### src/source/clint_csr_pkg.sv
/* CSR map of the privileged architecture */

package clint_csr_pkg;

    // data and address widths
    localparam int XLEN       = 32;
    localparam int CSR_ADDR_W = 12;

    // machine and debug CSR addresses
    localparam logic [CSR_ADDR_W-1:0] CSR_MSTATUS = 12'h300;
    localparam logic [CSR_ADDR_W-1:0] CSR_MEPC    = 12'h341;
    localparam logic [CSR_ADDR_W-1:0] CSR_MCAUSE  = 12'h342;
    localparam logic [CSR_ADDR_W-1:0] CSR_DCSR    = 12'h7b0;
    localparam logic [CSR_ADDR_W-1:0] CSR_DPC     = 12'h7b1;

    // mstatus fields
    localparam int MSTATUS_MIE_BIT  = 3;
    localparam int MSTATUS_MPIE_BIT = 7;

    // dcsr cause field, bits 8:6
    localparam int DCSR_CAUSE_LSB = 6;
    localparam int DCSR_CAUSE_W   = 3;

    // mcause values
    localparam logic [XLEN-1:0] CAUSE_ECALL    = 32'd11; // ecall from M-mode
    localparam logic [XLEN-1:0] CAUSE_IRQ_BASE = 32'd8;  // irq id is added on top

    // debug entry cause written into dcsr
    localparam logic [DCSR_CAUSE_W-1:0] DCSR_CAUSE_DBGREQ = 3'd3;

endpackage

### src/source/clint_trap_pkg.sv
/* Trap controller types */

package clint_trap_pkg;

    // interrupt id width
    localparam int IRQ_ID_W = 8;

    // credits held by the sequencer after reset
    localparam int CSR_WR_CREDITS = 2;
    localparam int CREDIT_W       = $clog2(CSR_WR_CREDITS + 1);

    typedef logic [CREDIT_W-1:0] credit_t;

    // kinds of trap the arbiter can hand over
    typedef enum logic [2:0] {
        TRAP_ECALL    = 3'd0,
        TRAP_IRQ      = 3'd1,
        TRAP_MRET     = 3'd2,
        TRAP_DBG_HALT = 3'd3,
        TRAP_DRET     = 3'd4
    } trap_kind_e;

    // CSR write sequencer states
    typedef enum logic [2:0] {
        S_IDLE           = 3'd0,
        S_WR_MEPC        = 3'd1,
        S_WR_MSTATUS     = 3'd2,
        S_WR_MCAUSE      = 3'd3,
        S_WR_MSTATUS_RET = 3'd4,
        S_WR_DPC         = 3'd5,
        S_WR_DCSR        = 3'd6,
        S_REDIRECT       = 3'd7
    } seq_state_e;

    typedef struct packed {
        trap_kind_e                     kind;
        logic [clint_csr_pkg::XLEN-1:0] cause; // mcause, or dcsr cause in low bits
        logic [clint_csr_pkg::XLEN-1:0] epc;   // pc of the trapping instruction
    } trap_req_t;

    typedef struct packed {
        logic [clint_csr_pkg::CSR_ADDR_W-1:0] addr;
        logic [clint_csr_pkg::XLEN-1:0]       data;
    } csr_wr_t;

    typedef struct packed {
        logic [clint_csr_pkg::XLEN-1:0] mtvec;
        logic [clint_csr_pkg::XLEN-1:0] mepc;
        logic [clint_csr_pkg::XLEN-1:0] mstatus;
        logic [clint_csr_pkg::XLEN-1:0] dpc;
        logic [clint_csr_pkg::XLEN-1:0] dcsr;
    } csr_view_t;

endpackage

### src/source/clint_top.sv
/* Machine-mode trap controller */

`timescale 1ns/100ps

module clint_top (
    input  logic                                clk,
    input  logic                                rst_n,
    input  logic                                inst_valid_i,
    input  logic [clint_csr_pkg::XLEN-1:0]      inst_addr_i,
    input  logic                                ecall_i,
    input  logic                                mret_i,
    input  logic                                dret_i,
    input  logic                                int_req_i,
    input  logic [clint_trap_pkg::IRQ_ID_W-1:0] int_id_i,
    input  logic                                global_int_en_i,
    input  logic                                debug_req_i,
    input  logic [clint_csr_pkg::XLEN-1:0]      debug_halt_addr_i,
    input  clint_trap_pkg::csr_view_t           csr_i,
    input  logic                                csr_credit_i,
    output logic                                csr_wr_valid_o,
    output clint_trap_pkg::csr_wr_t             csr_wr_o,
    output logic                                redirect_valid_o,
    output logic [clint_csr_pkg::XLEN-1:0]      redirect_addr_o,
    output logic                                flush_o
);

    logic                      trap_valid;
    clint_trap_pkg::trap_req_t trap;
    logic                      busy;  // from acceptance through redirect

    trap_arbiter i_arbiter (
        .clk             (clk),
        .rst_n           (rst_n),
        .inst_valid_i    (inst_valid_i),
        .inst_addr_i     (inst_addr_i),
        .ecall_i         (ecall_i),
        .mret_i          (mret_i),
        .dret_i          (dret_i),
        .int_req_i       (int_req_i),
        .int_id_i        (int_id_i),
        .global_int_en_i (global_int_en_i),
        .debug_req_i     (debug_req_i),
        .seq_busy_i      (busy),
        .trap_valid_o    (trap_valid),
        .trap_o          (trap)
    );

    csr_write_sequencer i_sequencer (
        .clk               (clk),
        .rst_n             (rst_n),
        .trap_valid_i      (trap_valid),
        .trap_i            (trap),
        .csr_i             (csr_i),
        .debug_halt_addr_i (debug_halt_addr_i),
        .csr_credit_i      (csr_credit_i),
        .busy_o            (busy),
        .csr_wr_valid_o    (csr_wr_valid_o),
        .csr_wr_o          (csr_wr_o),
        .redirect_valid_o  (redirect_valid_o),
        .redirect_addr_o   (redirect_addr_o)
    );

    assign flush_o = busy; // pipeline held off while a trap runs

endmodule

### src/source/csr_write_sequencer.sv
/* CSR write sequencer */

`timescale 1ns/100ps

module csr_write_sequencer (
    input  logic                           clk,
    input  logic                           rst_n,
    input  logic                           trap_valid_i,
    input  clint_trap_pkg::trap_req_t      trap_i,
    input  clint_trap_pkg::csr_view_t      csr_i,
    input  logic [clint_csr_pkg::XLEN-1:0] debug_halt_addr_i,
    input  logic                           csr_credit_i,
    output logic                           busy_o,
    output logic                           csr_wr_valid_o,
    output clint_trap_pkg::csr_wr_t        csr_wr_o,
    output logic                           redirect_valid_o,
    output logic [clint_csr_pkg::XLEN-1:0] redirect_addr_o
);

    clint_trap_pkg::seq_state_e state_q;
    clint_trap_pkg::seq_state_e state_d;
    clint_trap_pkg::trap_req_t  trap_q;     // accepted trap
    clint_trap_pkg::credit_t    credits_q;  // free slots in the CSR file
    logic                       wr_state;
    logic                       has_credit;
    logic                       wr_fire;

    assign has_credit       = (credits_q != '0);
    assign wr_fire          = wr_state & has_credit;
    assign csr_wr_valid_o   = wr_fire;
    assign busy_o           = trap_valid_i | (state_q != clint_trap_pkg::S_IDLE);
    assign redirect_valid_o = (state_q == clint_trap_pkg::S_REDIRECT);

    // address and data of the write owned by each state
    always_comb begin
        wr_state      = 1'b1;
        csr_wr_o.addr = clint_csr_pkg::CSR_MSTATUS;
        csr_wr_o.data = csr_i.mstatus;
        case (state_q)
            clint_trap_pkg::S_WR_MEPC: begin
                csr_wr_o.addr = clint_csr_pkg::CSR_MEPC;
                csr_wr_o.data = trap_q.epc;
            end
            clint_trap_pkg::S_WR_MSTATUS: begin
                csr_wr_o.data[clint_csr_pkg::MSTATUS_MIE_BIT] = 1'b0; // mask on entry
            end
            clint_trap_pkg::S_WR_MCAUSE: begin
                csr_wr_o.addr = clint_csr_pkg::CSR_MCAUSE;
                csr_wr_o.data = trap_q.cause;
            end
            clint_trap_pkg::S_WR_MSTATUS_RET: begin
                csr_wr_o.data[clint_csr_pkg::MSTATUS_MIE_BIT] =
                    csr_i.mstatus[clint_csr_pkg::MSTATUS_MPIE_BIT];
            end
            clint_trap_pkg::S_WR_DPC: begin
                csr_wr_o.addr = clint_csr_pkg::CSR_DPC;
                csr_wr_o.data = trap_q.epc;
            end
            clint_trap_pkg::S_WR_DCSR: begin
                csr_wr_o.addr = clint_csr_pkg::CSR_DCSR;
                csr_wr_o.data = csr_i.dcsr;
                csr_wr_o.data[clint_csr_pkg::DCSR_CAUSE_LSB +: clint_csr_pkg::DCSR_CAUSE_W] =
                    trap_q.cause[clint_csr_pkg::DCSR_CAUSE_W-1:0];
            end
            default: begin
                wr_state = 1'b0; // idle and redirect issue nothing
            end
        endcase
    end

    // redirect target by trap kind
    always_comb begin
        case (trap_q.kind)
            clint_trap_pkg::TRAP_MRET:     redirect_addr_o = csr_i.mepc;
            clint_trap_pkg::TRAP_DBG_HALT: redirect_addr_o = debug_halt_addr_i;
            clint_trap_pkg::TRAP_DRET:     redirect_addr_o = csr_i.dpc;
            default:                       redirect_addr_o = csr_i.mtvec;
        endcase
    end

    // write states only move on when a credit is there
    always_comb begin
        state_d = state_q;
        case (state_q)
            clint_trap_pkg::S_IDLE: begin
                if (trap_valid_i) begin
                    case (trap_i.kind)
                        clint_trap_pkg::TRAP_ECALL,
                        clint_trap_pkg::TRAP_IRQ:      state_d = clint_trap_pkg::S_WR_MEPC;
                        clint_trap_pkg::TRAP_MRET:     state_d = clint_trap_pkg::S_WR_MSTATUS_RET;
                        clint_trap_pkg::TRAP_DBG_HALT: state_d = clint_trap_pkg::S_WR_DPC;
                        clint_trap_pkg::TRAP_DRET:     state_d = clint_trap_pkg::S_REDIRECT;
                        default:                       state_d = clint_trap_pkg::S_IDLE;
                    endcase
                end
            end
            clint_trap_pkg::S_WR_MEPC: begin
                if (has_credit) state_d = clint_trap_pkg::S_WR_MSTATUS;
            end
            clint_trap_pkg::S_WR_MSTATUS: begin
                if (has_credit) state_d = clint_trap_pkg::S_WR_MCAUSE;
            end
            clint_trap_pkg::S_WR_DPC: begin
                if (has_credit) state_d = clint_trap_pkg::S_WR_DCSR;
            end
            clint_trap_pkg::S_WR_MCAUSE,
            clint_trap_pkg::S_WR_MSTATUS_RET,
            clint_trap_pkg::S_WR_DCSR: begin
                if (has_credit) state_d = clint_trap_pkg::S_REDIRECT;
            end
            default: begin
                state_d = clint_trap_pkg::S_IDLE; // redirect lasts one cycle
            end
        endcase
    end

    always_ff @(posedge clk or negedge rst_n) begin
        if (!rst_n) begin
            state_q <= clint_trap_pkg::S_IDLE;
        end else begin
            state_q <= state_d;
        end
    end

    always_ff @(posedge clk) begin
        if (trap_valid_i && state_q == clint_trap_pkg::S_IDLE) begin
            trap_q <= trap_i;
        end
    end

    // credit counter, saturates at the reset value
    always_ff @(posedge clk or negedge rst_n) begin
        if (!rst_n) begin
            credits_q <= clint_trap_pkg::credit_t'(clint_trap_pkg::CSR_WR_CREDITS);
        end else if (wr_fire && !csr_credit_i) begin
            credits_q <= credits_q - 1'b1;
        end else if (!wr_fire && csr_credit_i &&
                     credits_q != clint_trap_pkg::CSR_WR_CREDITS) begin
            credits_q <= credits_q + 1'b1;
        end
    end

endmodule

### src/source/trap_arbiter.sv
/* Trap request arbiter */

`timescale 1ns/100ps

module trap_arbiter (
    input  logic                                   clk,
    input  logic                                   rst_n,
    input  logic                                   inst_valid_i,
    input  logic [clint_csr_pkg::XLEN-1:0]         inst_addr_i,
    input  logic                                   ecall_i,
    input  logic                                   mret_i,
    input  logic                                   dret_i,
    input  logic                                   int_req_i,
    input  logic [clint_trap_pkg::IRQ_ID_W-1:0]    int_id_i,
    input  logic                                   global_int_en_i,
    input  logic                                   debug_req_i,
    input  logic                                   seq_busy_i,
    output logic                                   trap_valid_o,
    output clint_trap_pkg::trap_req_t              trap_o
);

    logic                                dbg_mode_q;  // halted in debug mode
    logic                                irq_ctx_q;   // interrupt handler open
    logic [clint_trap_pkg::IRQ_ID_W-1:0] last_id_q;   // id of last taken irq
    logic                                accept;
    logic                                irq_ok;
    logic                                pick_valid;
    clint_trap_pkg::trap_kind_e          pick_kind;
    logic [clint_csr_pkg::XLEN-1:0]      pick_cause;
    logic [clint_csr_pkg::XLEN-1:0]      irq_id_ext;

    // sequencer busy covers the trap_valid cycle as well
    assign accept = inst_valid_i & ~seq_busy_i;

    // repeat filter: a new id, or no handler running
    assign irq_ok = int_req_i & global_int_en_i &
                    ((int_id_i != last_id_q) | ~irq_ctx_q);

    assign irq_id_ext = {{(clint_csr_pkg::XLEN - clint_trap_pkg::IRQ_ID_W){1'b0}}, int_id_i};

    // fixed priority pick
    always_comb begin
        pick_valid = 1'b1;
        pick_kind  = clint_trap_pkg::TRAP_ECALL;
        pick_cause = '0;
        if (debug_req_i && !dbg_mode_q) begin
            pick_kind = clint_trap_pkg::TRAP_DBG_HALT;
            pick_cause[clint_csr_pkg::DCSR_CAUSE_W-1:0] = clint_csr_pkg::DCSR_CAUSE_DBGREQ;
        end else if (ecall_i && !dbg_mode_q) begin
            pick_kind  = clint_trap_pkg::TRAP_ECALL;
            pick_cause = clint_csr_pkg::CAUSE_ECALL;
        end else if (irq_ok && !dbg_mode_q) begin
            pick_kind  = clint_trap_pkg::TRAP_IRQ;
            pick_cause = clint_csr_pkg::CAUSE_IRQ_BASE + irq_id_ext;
        end else if (mret_i) begin
            pick_kind = clint_trap_pkg::TRAP_MRET; // cause unused on return
        end else if (dret_i && dbg_mode_q) begin
            pick_kind = clint_trap_pkg::TRAP_DRET;
        end else begin
            pick_valid = 1'b0;
        end
    end

    // one-cycle handshake pulse
    always_ff @(posedge clk or negedge rst_n) begin
        if (!rst_n) begin
            trap_valid_o <= 1'b0;
        end else begin
            trap_valid_o <= accept & pick_valid;
        end
    end

    // trap payload, only sampled on a pick
    always_ff @(posedge clk) begin
        if (accept && pick_valid) begin
            trap_o.kind  <= pick_kind;
            trap_o.cause <= pick_cause;
            trap_o.epc   <= inst_addr_i;
        end
    end

    // mode and interrupt context tracking
    always_ff @(posedge clk or negedge rst_n) begin
        if (!rst_n) begin
            dbg_mode_q <= 1'b0;
            irq_ctx_q  <= 1'b0;
            last_id_q  <= '0;
        end else if (accept && pick_valid) begin
            case (pick_kind)
                clint_trap_pkg::TRAP_IRQ: begin
                    irq_ctx_q <= 1'b1;
                    last_id_q <= int_id_i;
                end
                clint_trap_pkg::TRAP_MRET: begin
                    irq_ctx_q <= 1'b0;
                end
                clint_trap_pkg::TRAP_DBG_HALT: begin
                    dbg_mode_q <= 1'b1;
                end
                clint_trap_pkg::TRAP_DRET: begin
                    dbg_mode_q <= 1'b0;
                end
                default: begin
                    dbg_mode_q <= dbg_mode_q; // ecall keeps both flags
                end
            endcase
        end
    end

endmodule

### config.mk
export PLATFORM = sky130hd
export DESIGN_NAME = clint_top
export DESIGN_NICKNAME = d
export VERILOG_FILES = /design/src/source/clint_csr_pkg.sv /design/src/source/clint_trap_pkg.sv /design/src/source/clint_top.sv /design/src/source/csr_write_sequencer.sv /design/src/source/trap_arbiter.sv
export SDC_FILE = /design/constraint.sdc
export NUM_CORES = 1
export LEC_CHECK = 0
export ABC_AREA = 1
export BUFFER_PORTS_ARGS = -buffer_cell sky130_fd_sc_hd__buf_2
export CORE_MARGIN = 3
export CORE_UTILIZATION = 42
export DETAILED_ROUTE_END_ITERATION = 7
export PLACE_DENSITY = 0.82
export SLEW_MARGIN = 30
export SYNTH_ARGS = -nofsm -noshare
export SYNTH_HDL_FRONTEND = slang
export SYNTH_HIERARCHICAL = 1
export SYNTH_SLANG_ARGS = --single-unit
export TNS_END_PERCENT = 5
### constraint.sdc
create_clock -name clk -period 4.3 [get_ports clk]
set_input_delay 0.86 -clock clk [delete_from_list [all_inputs] [get_ports clk]]
set_output_delay 0.86 -clock clk [all_outputs]
set_load 0.03 [all_outputs]
==> impl_metrics.py, run 1 <==
metrics = {
    "place": {
        "hpwl_um": 14700,
        "gp_congestion": 0.859,
        "place_area_um2": 8000,
        "portBuffers": 312,
    },
    "synth": {
        "synth_top_family_by_area": "simple AND/OR/NAND/NOR gates",
        "synth_seq_area_share": 0.585,
        "synth_cell_type_count": 36,
        "syn_area_um2": 6380,
        "syn_avg_cell_area_um2": 9.20,
        "synth_seq_cells": 127,
        "postSynthCellCount": 694,
        "synth_compound_area_frac": 0.0225,
        "synthSimpleGateAreaFrac": 0.305,
        "synth-xor-area-share": 0.00412,
        "synthAdderAreaFrac": 0.00196,
        "synthMuxAreaShare": 0,
        "ys_warn_count": 6,
    },
    "power": {
        "finalPower_mw": 5.06,
        "powerDensity_nw_per_um2": 588,
        "total_leakage_power_nw": 3.98,
        "vdd.ir_drop.worst_mv": 0.358,
    },
    "sta": {
        "fmax_mhz": 289,
        "period_needed_ns": 3.46,
        "setup_violations": 0,
        "min_period_over_period": 0.804,
        "fin_hold_ws_ns": 0.373,
        "setup_tns_ns": 0,
        "hold_viol_final": 0,
        "skew_ns": 0.0173,
        "worst_pin_slew_ns": 0.997,
        "rsz0062_at_grt": "no",
        "relSlewSlack": 0.331,
        "report.final.slew_viol_count": 0,
    },
    "global_route": {
        "grt_pass1_vias": 5222,
        "antenna_found_initial": 3,
        "overflow": 0,
        "grt_pass1_wl_um": 27500,
        "grt_max_degree": 61,
        "grtUsageTotal": 0.219,
    },
    "drt": {
        "drtIter0Drc": 396,
        "vias": 5847,
        "wl_um": 19400,
        "drtAntennaViolNets": 0,
        "firstDrtPassIters": 5,
        "wire_per_inst_um": 16.1,
        "drt_drc_violations_left": 0,
        "viasPerCell": 4.88,
    },
    "cts": {
        "clock_sinks": 127,
        "ctsResizeCount": 0,
        "path_clk_slew_ns": 0.06,
        "cts_tree": "done",
        "numCtsBuffers": 17,
        "ctsHoldBuffers": 0,
        "clk_latency_ns": 0.41,
        "htreeDepth": 4,
        "postCtsSetupRepairBufs": 0,
        "cts_max_path_buffers": 2,
        "root_buffer": "clkbuf_16",
    },
    "final_layout": {
        "post_route_cells_drive_above_1_share": 0.376,
        "fillCellCount": 1295,
        "area_growth_syn_to_layout_pct": 34.9,
        "fin_nets": 1244,
        "mostFrequentLayoutCell": "nand2_1",
        "utilization": 0.586,
        "final_cell_mix": "nand2_1, buf_2, edfxtp_1",
        "fin_area_um2": 8610,
    },
    "run": {
        "maxCapViolations": 0,
    },
    "status": {
        "outcome": "completed",
    },
    "critical_path": {
        "path_buf_inv": 2,
        "reg2regPathDepth": 5,
        "cp.arrival_ns": 2.60,
        "cpMostUsedCell": "nand3_1",
        "rr_startpoint": "i_sequencer/state_q[1]",
        "path_cells": "nand3_1 > clkinv_1 > a22oi_1 > nand3_1 > buf_2",
        "crit_family": "buffers and inverters",
        "reg2reg_setup_slack_ns": 1.79,
        "slowest_delay_ns": 0.77,
        "critPathKind": "reg2out",
        "cpMaxStageDelayCell": "clkinv_1",
        "cp-start-kind": "register",
        "required_ns": 3.44,
        "end_kind": "primary output",
        "worst-path-max-fanout": 32,
        "rr_endpoint": "i_arbiter/trap_o[12]",
    },
    "floorplan": {
        "initial_utilization": 0.434,
        "rows": 44,
        "die_h_um": 129,
        "ios": 321,
        "core_region_area_um2": 14700,
        "die_w_um": 129,
        "dieArea_um2": 16700,
    },
    "worst_hold_path": {
        "hold_class": "in2async",
    },
}
## report_power, final
group          total [mW]  switching (mW)  internal (mW)  leakage [nW]
Sequential           1.59          0.0738           1.52          1.21
Clock                1.46           0.515          0.946         0.298
Combinational        2.01            1.45          0.558          2.47
Total                5.06            2.04           3.02          3.98
## Yosys cell counts
master       n  area, um2
xor2_1       3       26.3
nand3_2      1       10.0
buf_2       12       60.1
nand2_2      6       37.5
a21boi_1     1       7.51
conb_1       3       11.3
nand3b_1     2       15.0
nor2_4       2       22.5
inv_1       35        131
nor3b_1      1       7.51
nand4_1     60        375
a21oi_1      3       15.0
a21boi_4     1       18.8
a22oi_1      1       7.51
ha_1         1       12.5
nor3_4       1       16.3
o22ai_1      1       6.26
nor3_2       1       10.0
nand4_4      1       21.3
edfxtp_1   111       3330
dfrtp_1     15        375
buf_4       34        255
a31oi_1      1       6.26
nand2_1    320       1200
inv_2        6       22.5
dfstp_2      1       26.3
o21ai_0      7       35.0
clkbuf_1    10       37.5
nand3_1     13       65.1
o2111ai_1    2       17.5
o21ai_1      6       30.0
nand3_4      1       17.5
nor2_1      23       86.3
nor2_2       3       18.8
nand2_4      3       33.8
nor3_1       2       10.0
## cell families after synthesis
| logic type | after synthesis |
|---|---|
| DFF | 127 |
| AOI/OAI and AO/OA | 23 |
| xor gates and xnor gates | 3 |
| adders and majority gates | 1 |
| and+or+nand+nor | 440 |
| other | 3 |
| buffers and inverters | 97 |
## flip-flops by register name (all words and copies together), names as in the netlist
register	flops
i_arbiter/dbg_mode_q	1
i_arbiter/irq_ctx_q	1
i_arbiter/last_id_q	8
i_arbiter/trap_o	44
i_arbiter/trap_valid_o	1
i_sequencer/credits_q	2
i_sequencer/state_q	3
i_sequencer/trap_q	67
## how the worst max path moves through the flow
stage | cells after the start | start | end | slack, ns
5_1_grt | 5 | i_sequencer/trap_q[65] | redirect_addr_o[25] | 0.76
4_1_cts | 6 | i_sequencer/state_q[1] | csr_wr_o[8] | 0.89
2_1_floorplan | 3 | i_sequencer/state_q[1] | i_sequencer/trap_q[0] | 0.25
6_report | 5 | i_sequencer/trap_q[65] | redirect_addr_o[25] | 0.84
3_3_place_gp | 6 | i_sequencer/state_q[1] | csr_wr_o[8] | 1.04
3_5_place_dp | 6 | i_sequencer/state_q[1] | csr_wr_o[8] | 1.34
## per-stage QoR
step           setup WS, ns  instances
3_5_place_dp           1.34       1166
3_3_place_gp           1.04       1166
6_report              0.842       1199
4_1_cts               0.891       1198
2_1_floorplan         0.253        719
5_1_grt               0.763       1199
## worst reg2reg max path, cell delays in order, from the launching register on
cell and delay, ns:
dfrtp_1 0.44, nor2_1 0.29, nand3_1 0.21, nor2_1 0.26
a21boi_4 0.40, buf_4 0.52
## cell type report
type / instances / area (um2) / area share
Sequential cell: 127 / 3730 / 0.434
Tap cell: 184 / 230 / 0.0267
Clock inverter: 12 / 155 / 0.0180
Multi-Input combinational cell: 495 / 2260 / 0.263
Inverter: 41 / 154 / 0.0179
Antenna cell: 1 / 2.50 / 0.000291
Timing Repair Buffer: 319 / 1610 / 0.187
Clock buffer: 20 / 457 / 0.0530
## metal layers
layer  track usage  wire length (um)  vias up
li1              -                 -     2876
met1         0.279              7530     2678
met2         0.366              9900      252
met3        0.0515              1490       37
met4        0.0803               406        4
met5             0                27        -
Power figures use the tool's default switching activity.
==> run 2, diff against run 1 <==
- clock period: 4.3 -> 2.8 ns (I/O delays scaled with it)
==> run 2 against run 1 <==
Net effect:
- cell area increased by 0.49%
- critical endpoint is now csr_wr_o[2]
- power increased by 52%
- global-route usage up 1.7 points
- die area did not move
- worst setup slack worse by 0.73 ns
- sequential cell count unchanged
- largest cell class unchanged
- sequential share of layout area down 0.21 points
- worst hold slack got worse by 0.31 ns
==> impl_metrics.py, run 2 (same netlist as run 1, synthesis figures left out) <==
metrics = {
    "sta": {
        "worst_pin_slew_ns": 0.540,
        "min_period_over_period": 0.962,
        "worst_slack_ns": 0.108,
        "setup_tns_ns": 0,
        "rsz0062_at_grt": "no",
        "skew_ns": 0.00610,
        "relSlewSlack": 0.640,
        "setup_violations": 0,
        "hold_viol_final": 0,
        "fmax_mhz": 371,
        "report.final.slew_viol_count": 0,
        "period_needed_ns": 2.69,
    },
    "floorplan": {
        "die_w_um": 129,
        "core_region_area_um2": 14700,
        "ios": 321,
        "initial_utilization": 0.434,
        "rows": 44,
        "die_h_um": 129,
        "dieArea_um2": 16700,
    },
    "cts": {
        "htreeDepth": 4,
        "path_clk_slew_ns": 0.06,
        "clock_sinks": 127,
        "root_buffer": "clkbuf_16",
        "numCtsBuffers": 17,
        "clk_latency_ns": 0.41,
        "cts_tree": "done",
        "cts_max_path_buffers": 2,
        "postCtsSetupRepairBufs": 0,
    },
    "critical_path": {
        "cp.arrival_ns": 2.13,
        "cp-start-kind": "register",
        "worst-path-max-fanout": 31,
        "reg2reg_setup_slack_ns": 0.58,
        "end_kind": "primary output",
        "required_ns": 2.24,
        "critPathKind": "reg2out",
    },
    "final_layout": {
        "largest_reg_flops": 67,
        "fin_area_um2": 8650,
        "final_cell_mix": "nand2_1, buf_2, edfxtp_1",
        "fin_nets": 1252,
        "mostFrequentLayoutCell": "nand2_1",
        "regMostFlops": "i_sequencer/trap_q",
        "final_cells": 1212,
        "utilization": 0.589,
        "fillCellCount": 1283,
        "top_regs": "i_sequencer/trap_q (67), i_arbiter/trap_o (44), i_arbiter/last_id_q (8)",
        "area_growth_syn_to_layout_pct": 35.6,
        "post_route_cells_drive_above_1_share": 0.380,
    },
    "place": {
        "gp_congestion": 0.866,
        "hpwl_um": 16100,
        "dpl.cell_count": 1174,
        "place_area_um2": 8060,
        "place_worst_setup_slack_ns": 0.451,
        "portBuffers": 312,
    },
    "global_route": {
        "grt_pass1_wl_um": 28800,
        "grt_max_degree": 36,
        "grtUsageTotal": 0.236,
        "overflow": 0,
        "grt_pass1_vias": 5437,
        "antenna_found_initial": 11,
    },
    "run": {
        "maxCapViolations": 0,
    },
    "status": {
        "outcome": "completed",
    },
    "drt": {
        "drt_drc_violations_left": 0,
        "wire_per_inst_um": 17.0,
        "firstDrtPassIters": 5,
        "vias": 6023,
        "viasPerCell": 4.97,
        "drtAntennaViolNets": 0,
        "wl_um": 20600,
        "drtIter0Drc": 451,
    },
    "power": {
        "switching_share": 0.411,
        "powerDensity_nw_per_um2": 887,
        "p_comb_frac": 0.409,
        "seqPwrFrac": 0.318,
        "vdd.ir_drop.worst_mv": 0.620,
        "p_int_mw": 4.52,
        "p_switching_mw": 3.16,
        "clkPwrFrac": 0.274,
        "total_leakage_power_nw": 4.01,
    },
    "worst_hold_path": {
        "hold_class": "in2async",
    },
}
## run 2: power by group through the flow
stage | sequential [mW] | combinational, mW | clock (mW)
5_1_grt | 2.46 | 3.38 | 2.23
6_report | 2.44 | 3.14 | 2.10
3_3_place_gp | 2.46 | 3.09 | 0
3_5_place_dp | 2.47 | 3.14 | 0
4_1_cts | 2.44 | 3.16 | 2.15
2_1_floorplan | 2.44 | 2.22 | 0
## run 2: worst paths after layout
| kind | cells past startpoint | startpoint | end |
|---|---|---|---|
| max | 7 | i_sequencer/state_q[1] | csr_wr_o[2] |
| min | 1 | rst_n | i_arbiter/last_id_q[6] |
| max reg2reg | 5 | i_sequencer/state_q[1] | i_arbiter/trap_o[1] |
| min reg2reg | 0 | i_arbiter/trap_o[35] | i_sequencer/trap_q[35] |
| max in group asynchronous | 1 | rst_n | i_sequencer/credits_q[1] |
| min in group clk | 1 | inst_addr_i[28] | i_arbiter/trap_o[28] |
## run 2: through the flow
stage	total power, mW	hold WS (ns)
6_report	7.67	0.0603
5_1_grt	8.07	0.0587
4_1_cts	7.75	0.0525
3_5_place_dp	5.61	0.405
3_3_place_gp	5.55	0.401
2_1_floorplan	4.65	0.264
## run 2: layout make-up
type,instances,area (um2),area share
Antenna cell,6,15.0,0.00174
Clock buffer,17,425,0.0492
Clock inverter,15,145,0.0168
Inverter,41,154,0.0178
Multi-Input combinational cell,495,2260,0.261
Sequential cell,127,3730,0.432
Tap cell,184,230,0.0266
Timing Repair Buffer,327,1690,0.195
## run 2: critical path, cell delays in order (launching register included)
cell and delay (ns):
dfrtp_1 0.44, nor2_1 0.28, nor2_1 0.18, nor2_2 0.13, buf_6 0.25, nand2_1 0.09, o2111ai_1 0.10, buf_2 0.25
## run 2: metal layers
metal | part of all wire | track usage | vias to the layer above
li1 | - | - | 2903
met3 | 0.090 | 0.0750 | 52
met5 | 0.0013 | 0 | -
met2 | 0.49 | 0.377 | 287
met1 | 0.39 | 0.290 | 2777
met4 | 0.035 | 0.115 | 4
## run 2: timing repair
action	4_1_cts	5_1_grt
hold buffers	0	0
resized for setup	1	0
setup endpoints to repair	2	0
==> run 3, diff against run 2 <==
- ABC_AREA: 1 -> not set
- CORE_UTILIZATION: 42 -> 44
- PLACE_DENSITY: 0.82 -> 0.83
==> run 3 against run 2 <==
Net effect:
- via count rose by 3.8%
- non-clock buffer count rose by 9
- worst setup slack improved by 0.035 ns
- synthesized cell count fell by 14%
- synthesized area rose by 13%
- largest power group unchanged
- critical path type unchanged
- global-route usage fell by 0.60 points
- die area rose by 7.2%
- sequential power fell by 2%
==> impl_metrics.py, run 3 <==
metrics = {
    "global_route": {
        "grt_max_degree": 60,
        "grtUsageTotal": 0.230,
        "grt_pass1_wl_um": 32000,
        "overflow": 0,
        "antenna_found_initial": 4,
        "grt_pass1_vias": 6090,
    },
    "synth": {
        "synth.top_cells.by_count": "edfxtp_1, o221ai_1, mux2_2",
        "synthTopCellsByArea": "edfxtp_1, o221ai_1, mux2_2",
        "synth_top_area_frac": 0.463,
        "synth_seq_area_share": 0.519,
        "synth_most_common_cell": "edfxtp_1",
        "synth_cell_type_count": 51,
        "synth_seq_cells": 127,
        "synth-async-reset-ratio": 0.126,
        "synth-edff-count": 111,
        "ys_warn_count": 6,
        "synth_top_cell_by_area": "edfxtp_1",
        "synthFlopType": "edfxtp_1",
        "syn_area_um2": 7200,
        "syn_avg_cell_area_um2": 12.1,
        "postSynthCellCount": 596,
    },
    "drt": {
        "viasPerCell": 5.58,
        "drtAntennaViolNets": 0,
        "wire_per_inst_um": 19.4,
        "firstDrtPassIters": 5,
        "drtIter0Drc": 255,
        "drt_drc_violations_left": 0,
        "wl_um": 21800,
        "vias": 6254,
    },
    "cts": {
        "clock_sinks": 127,
        "root_buffer": "clkbuf_16",
        "numCtsBuffers": 17,
        "path_clk_slew_ns": 0.05,
        "postCtsSetupRepairBufs": 0,
        "ctsHoldBuffers": 0,
        "ctsResizeCount": 0,
        "htreeDepth": 4,
        "clk_latency_ns": 0.41,
        "cts_max_path_buffers": 2,
        "cts_tree": "done",
    },
    "critical_path": {
        "critPathKind": "reg2out",
        "path_depth": 5,
        "reg2regPathDepth": 6,
        "path_buf_inv": 3,
        "cpMaxStageDelayCell": "buf_4",
        "crit_family": "buffers and inverters",
        "end_kind": "primary output",
        "cp.arrival_ns": 2.10,
        "cpMostUsedCell": "buf_4",
        "worst-path-max-fanout": 44,
        "slowest_delay_ns": 0.41,
        "required_ns": 2.24,
        "path_cells": "buf_4 > buf_4 > a211oi_1 > a21oi_1 > buf_2",
        "cp-start-kind": "register",
    },
    "power": {
        "vdd.ir_drop.worst_mv": 0.554,
        "total_leakage_power_nw": 4.07,
        "finalPower_mw": 7.90,
        "powerDensity_nw_per_um2": 834,
    },
    "sta": {
        "min_period_over_period": 0.949,
        "rsz0062_at_grt": "yes",
        "period_needed_ns": 2.66,
        "setup_violations": 0,
        "relSlewSlack": 0.668,
        "worst_pin_slew_ns": 0.496,
        "worst_slack_ns": 0.143,
        "hold_viol_final": 0,
        "skew_ns": 0.00859,
        "report.final.slew_viol_count": 0,
        "fmax_mhz": 376,
    },
    "final_layout": {
        "fin_area_um2": 9470,
        "fin_nets": 1134,
        "largest_reg_flops": 67,
        "post_route_cells_drive_above_1_share": 0.465,
        "mostFrequentLayoutCell": "buf_2",
        "top_regs": "i_sequencer/trap_q (67), i_arbiter/trap_o (44), i_arbiter/last_id_q (8)",
        "utilization": 0.594,
        "regMostFlops": "i_sequencer/trap_q",
        "final_cell_mix": "buf_2, edfxtp_1, o221ai_1",
        "final_cells": 1121,
        "area_growth_syn_to_layout_pct": 31.6,
    },
    "floorplan": {
        "initial_utilization": 0.451,
        "die_h_um": 134,
        "ios": 321,
        "core_region_area_um2": 15900,
        "die_w_um": 134,
        "dieArea_um2": 17900,
        "rows": 46,
    },
    "worst_hold_path": {
        "hold_class": "in2async",
    },
    "run": {
        "maxCapViolations": 0,
    },
    "place": {
        "gp_congestion": 0.879,
        "place_worst_setup_slack_ns": 0.448,
        "hpwl_um": 16100,
        "dpl.cell_count": 1088,
        "portBuffers": 312,
        "place_area_um2": 8850,
    },
    "status": {
        "outcome": "completed",
    },
}
-- run 3: power breakdown --
part           switching (mW)  leakage (nW)  internal (mW)
sequential              0.166          1.20           2.23
clock                   0.762         0.285           1.48
combinational            2.08          2.59           1.18
total                    3.01          4.07           4.89
-- run 3: area by class of cell --
cell class	instances	area [um2]
clock buffers	19	433
multi-input cells	401	3030
repair buffers	336	1800
well taps	216	270
diodes	3	7.51
clock inverters	11	166
fillers	1351	6470
flip-flops and latches	127	3740
inverters	8	30.0
-- run 3: kinds of logic after synthesis --
group	Yosys count	share of synthesized area
adders and majority gates	1	0.00174
AOI/OAI and AO/OA	189	0.199
DFF	127	0.519
buffers and inverters	93	0.0762
muxes	75	0.111
and+or+nand+nor	97	0.0774
xor gates and xnor gates	11	0.0134
other	3	0.00156
-- run 3: final timing paths --
kind	from	to	slack, ns
max reg2reg	i_sequencer/state_q[1]	i_arbiter/last_id_q[5]	0.52
min in group clk	inst_addr_i[24]	i_arbiter/trap_o[24]	0.33
min reg2reg	i_arbiter/trap_o[34]	i_sequencer/trap_q[34]	0.42
max	i_sequencer/state_q[0]	csr_wr_o[6]	0.14
max in group asynchronous	rst_n	i_sequencer/credits_q[1]	2.42
min	rst_n	i_arbiter/last_id_q[4]	0.07
-- run 3: metrics by stage --
stage	setup TNS (ns)	hold slack, ns
6_report	0	0.0677
5_1_grt	-0.0131	0.0687
4_1_cts	0	0.0632
3_5_place_dp	0	0.405
3_3_place_gp	0	0.400
2_1_floorplan	-10.54	0.264
-- run 3: layer usage --
metal	wire (um)	track usage
met5	13	0
met1	8060	0.254
met3	1310	0.0458
met2	11600	0.417
met4	841	0.119
-- run 3: worst register-to-register path, delay by kind of cell, from the launching register on --
family	cells	cell delay, ns
compound gates	1	0.21
flops	1	0.58
mux	1	0.31
simple gates	4	1.06
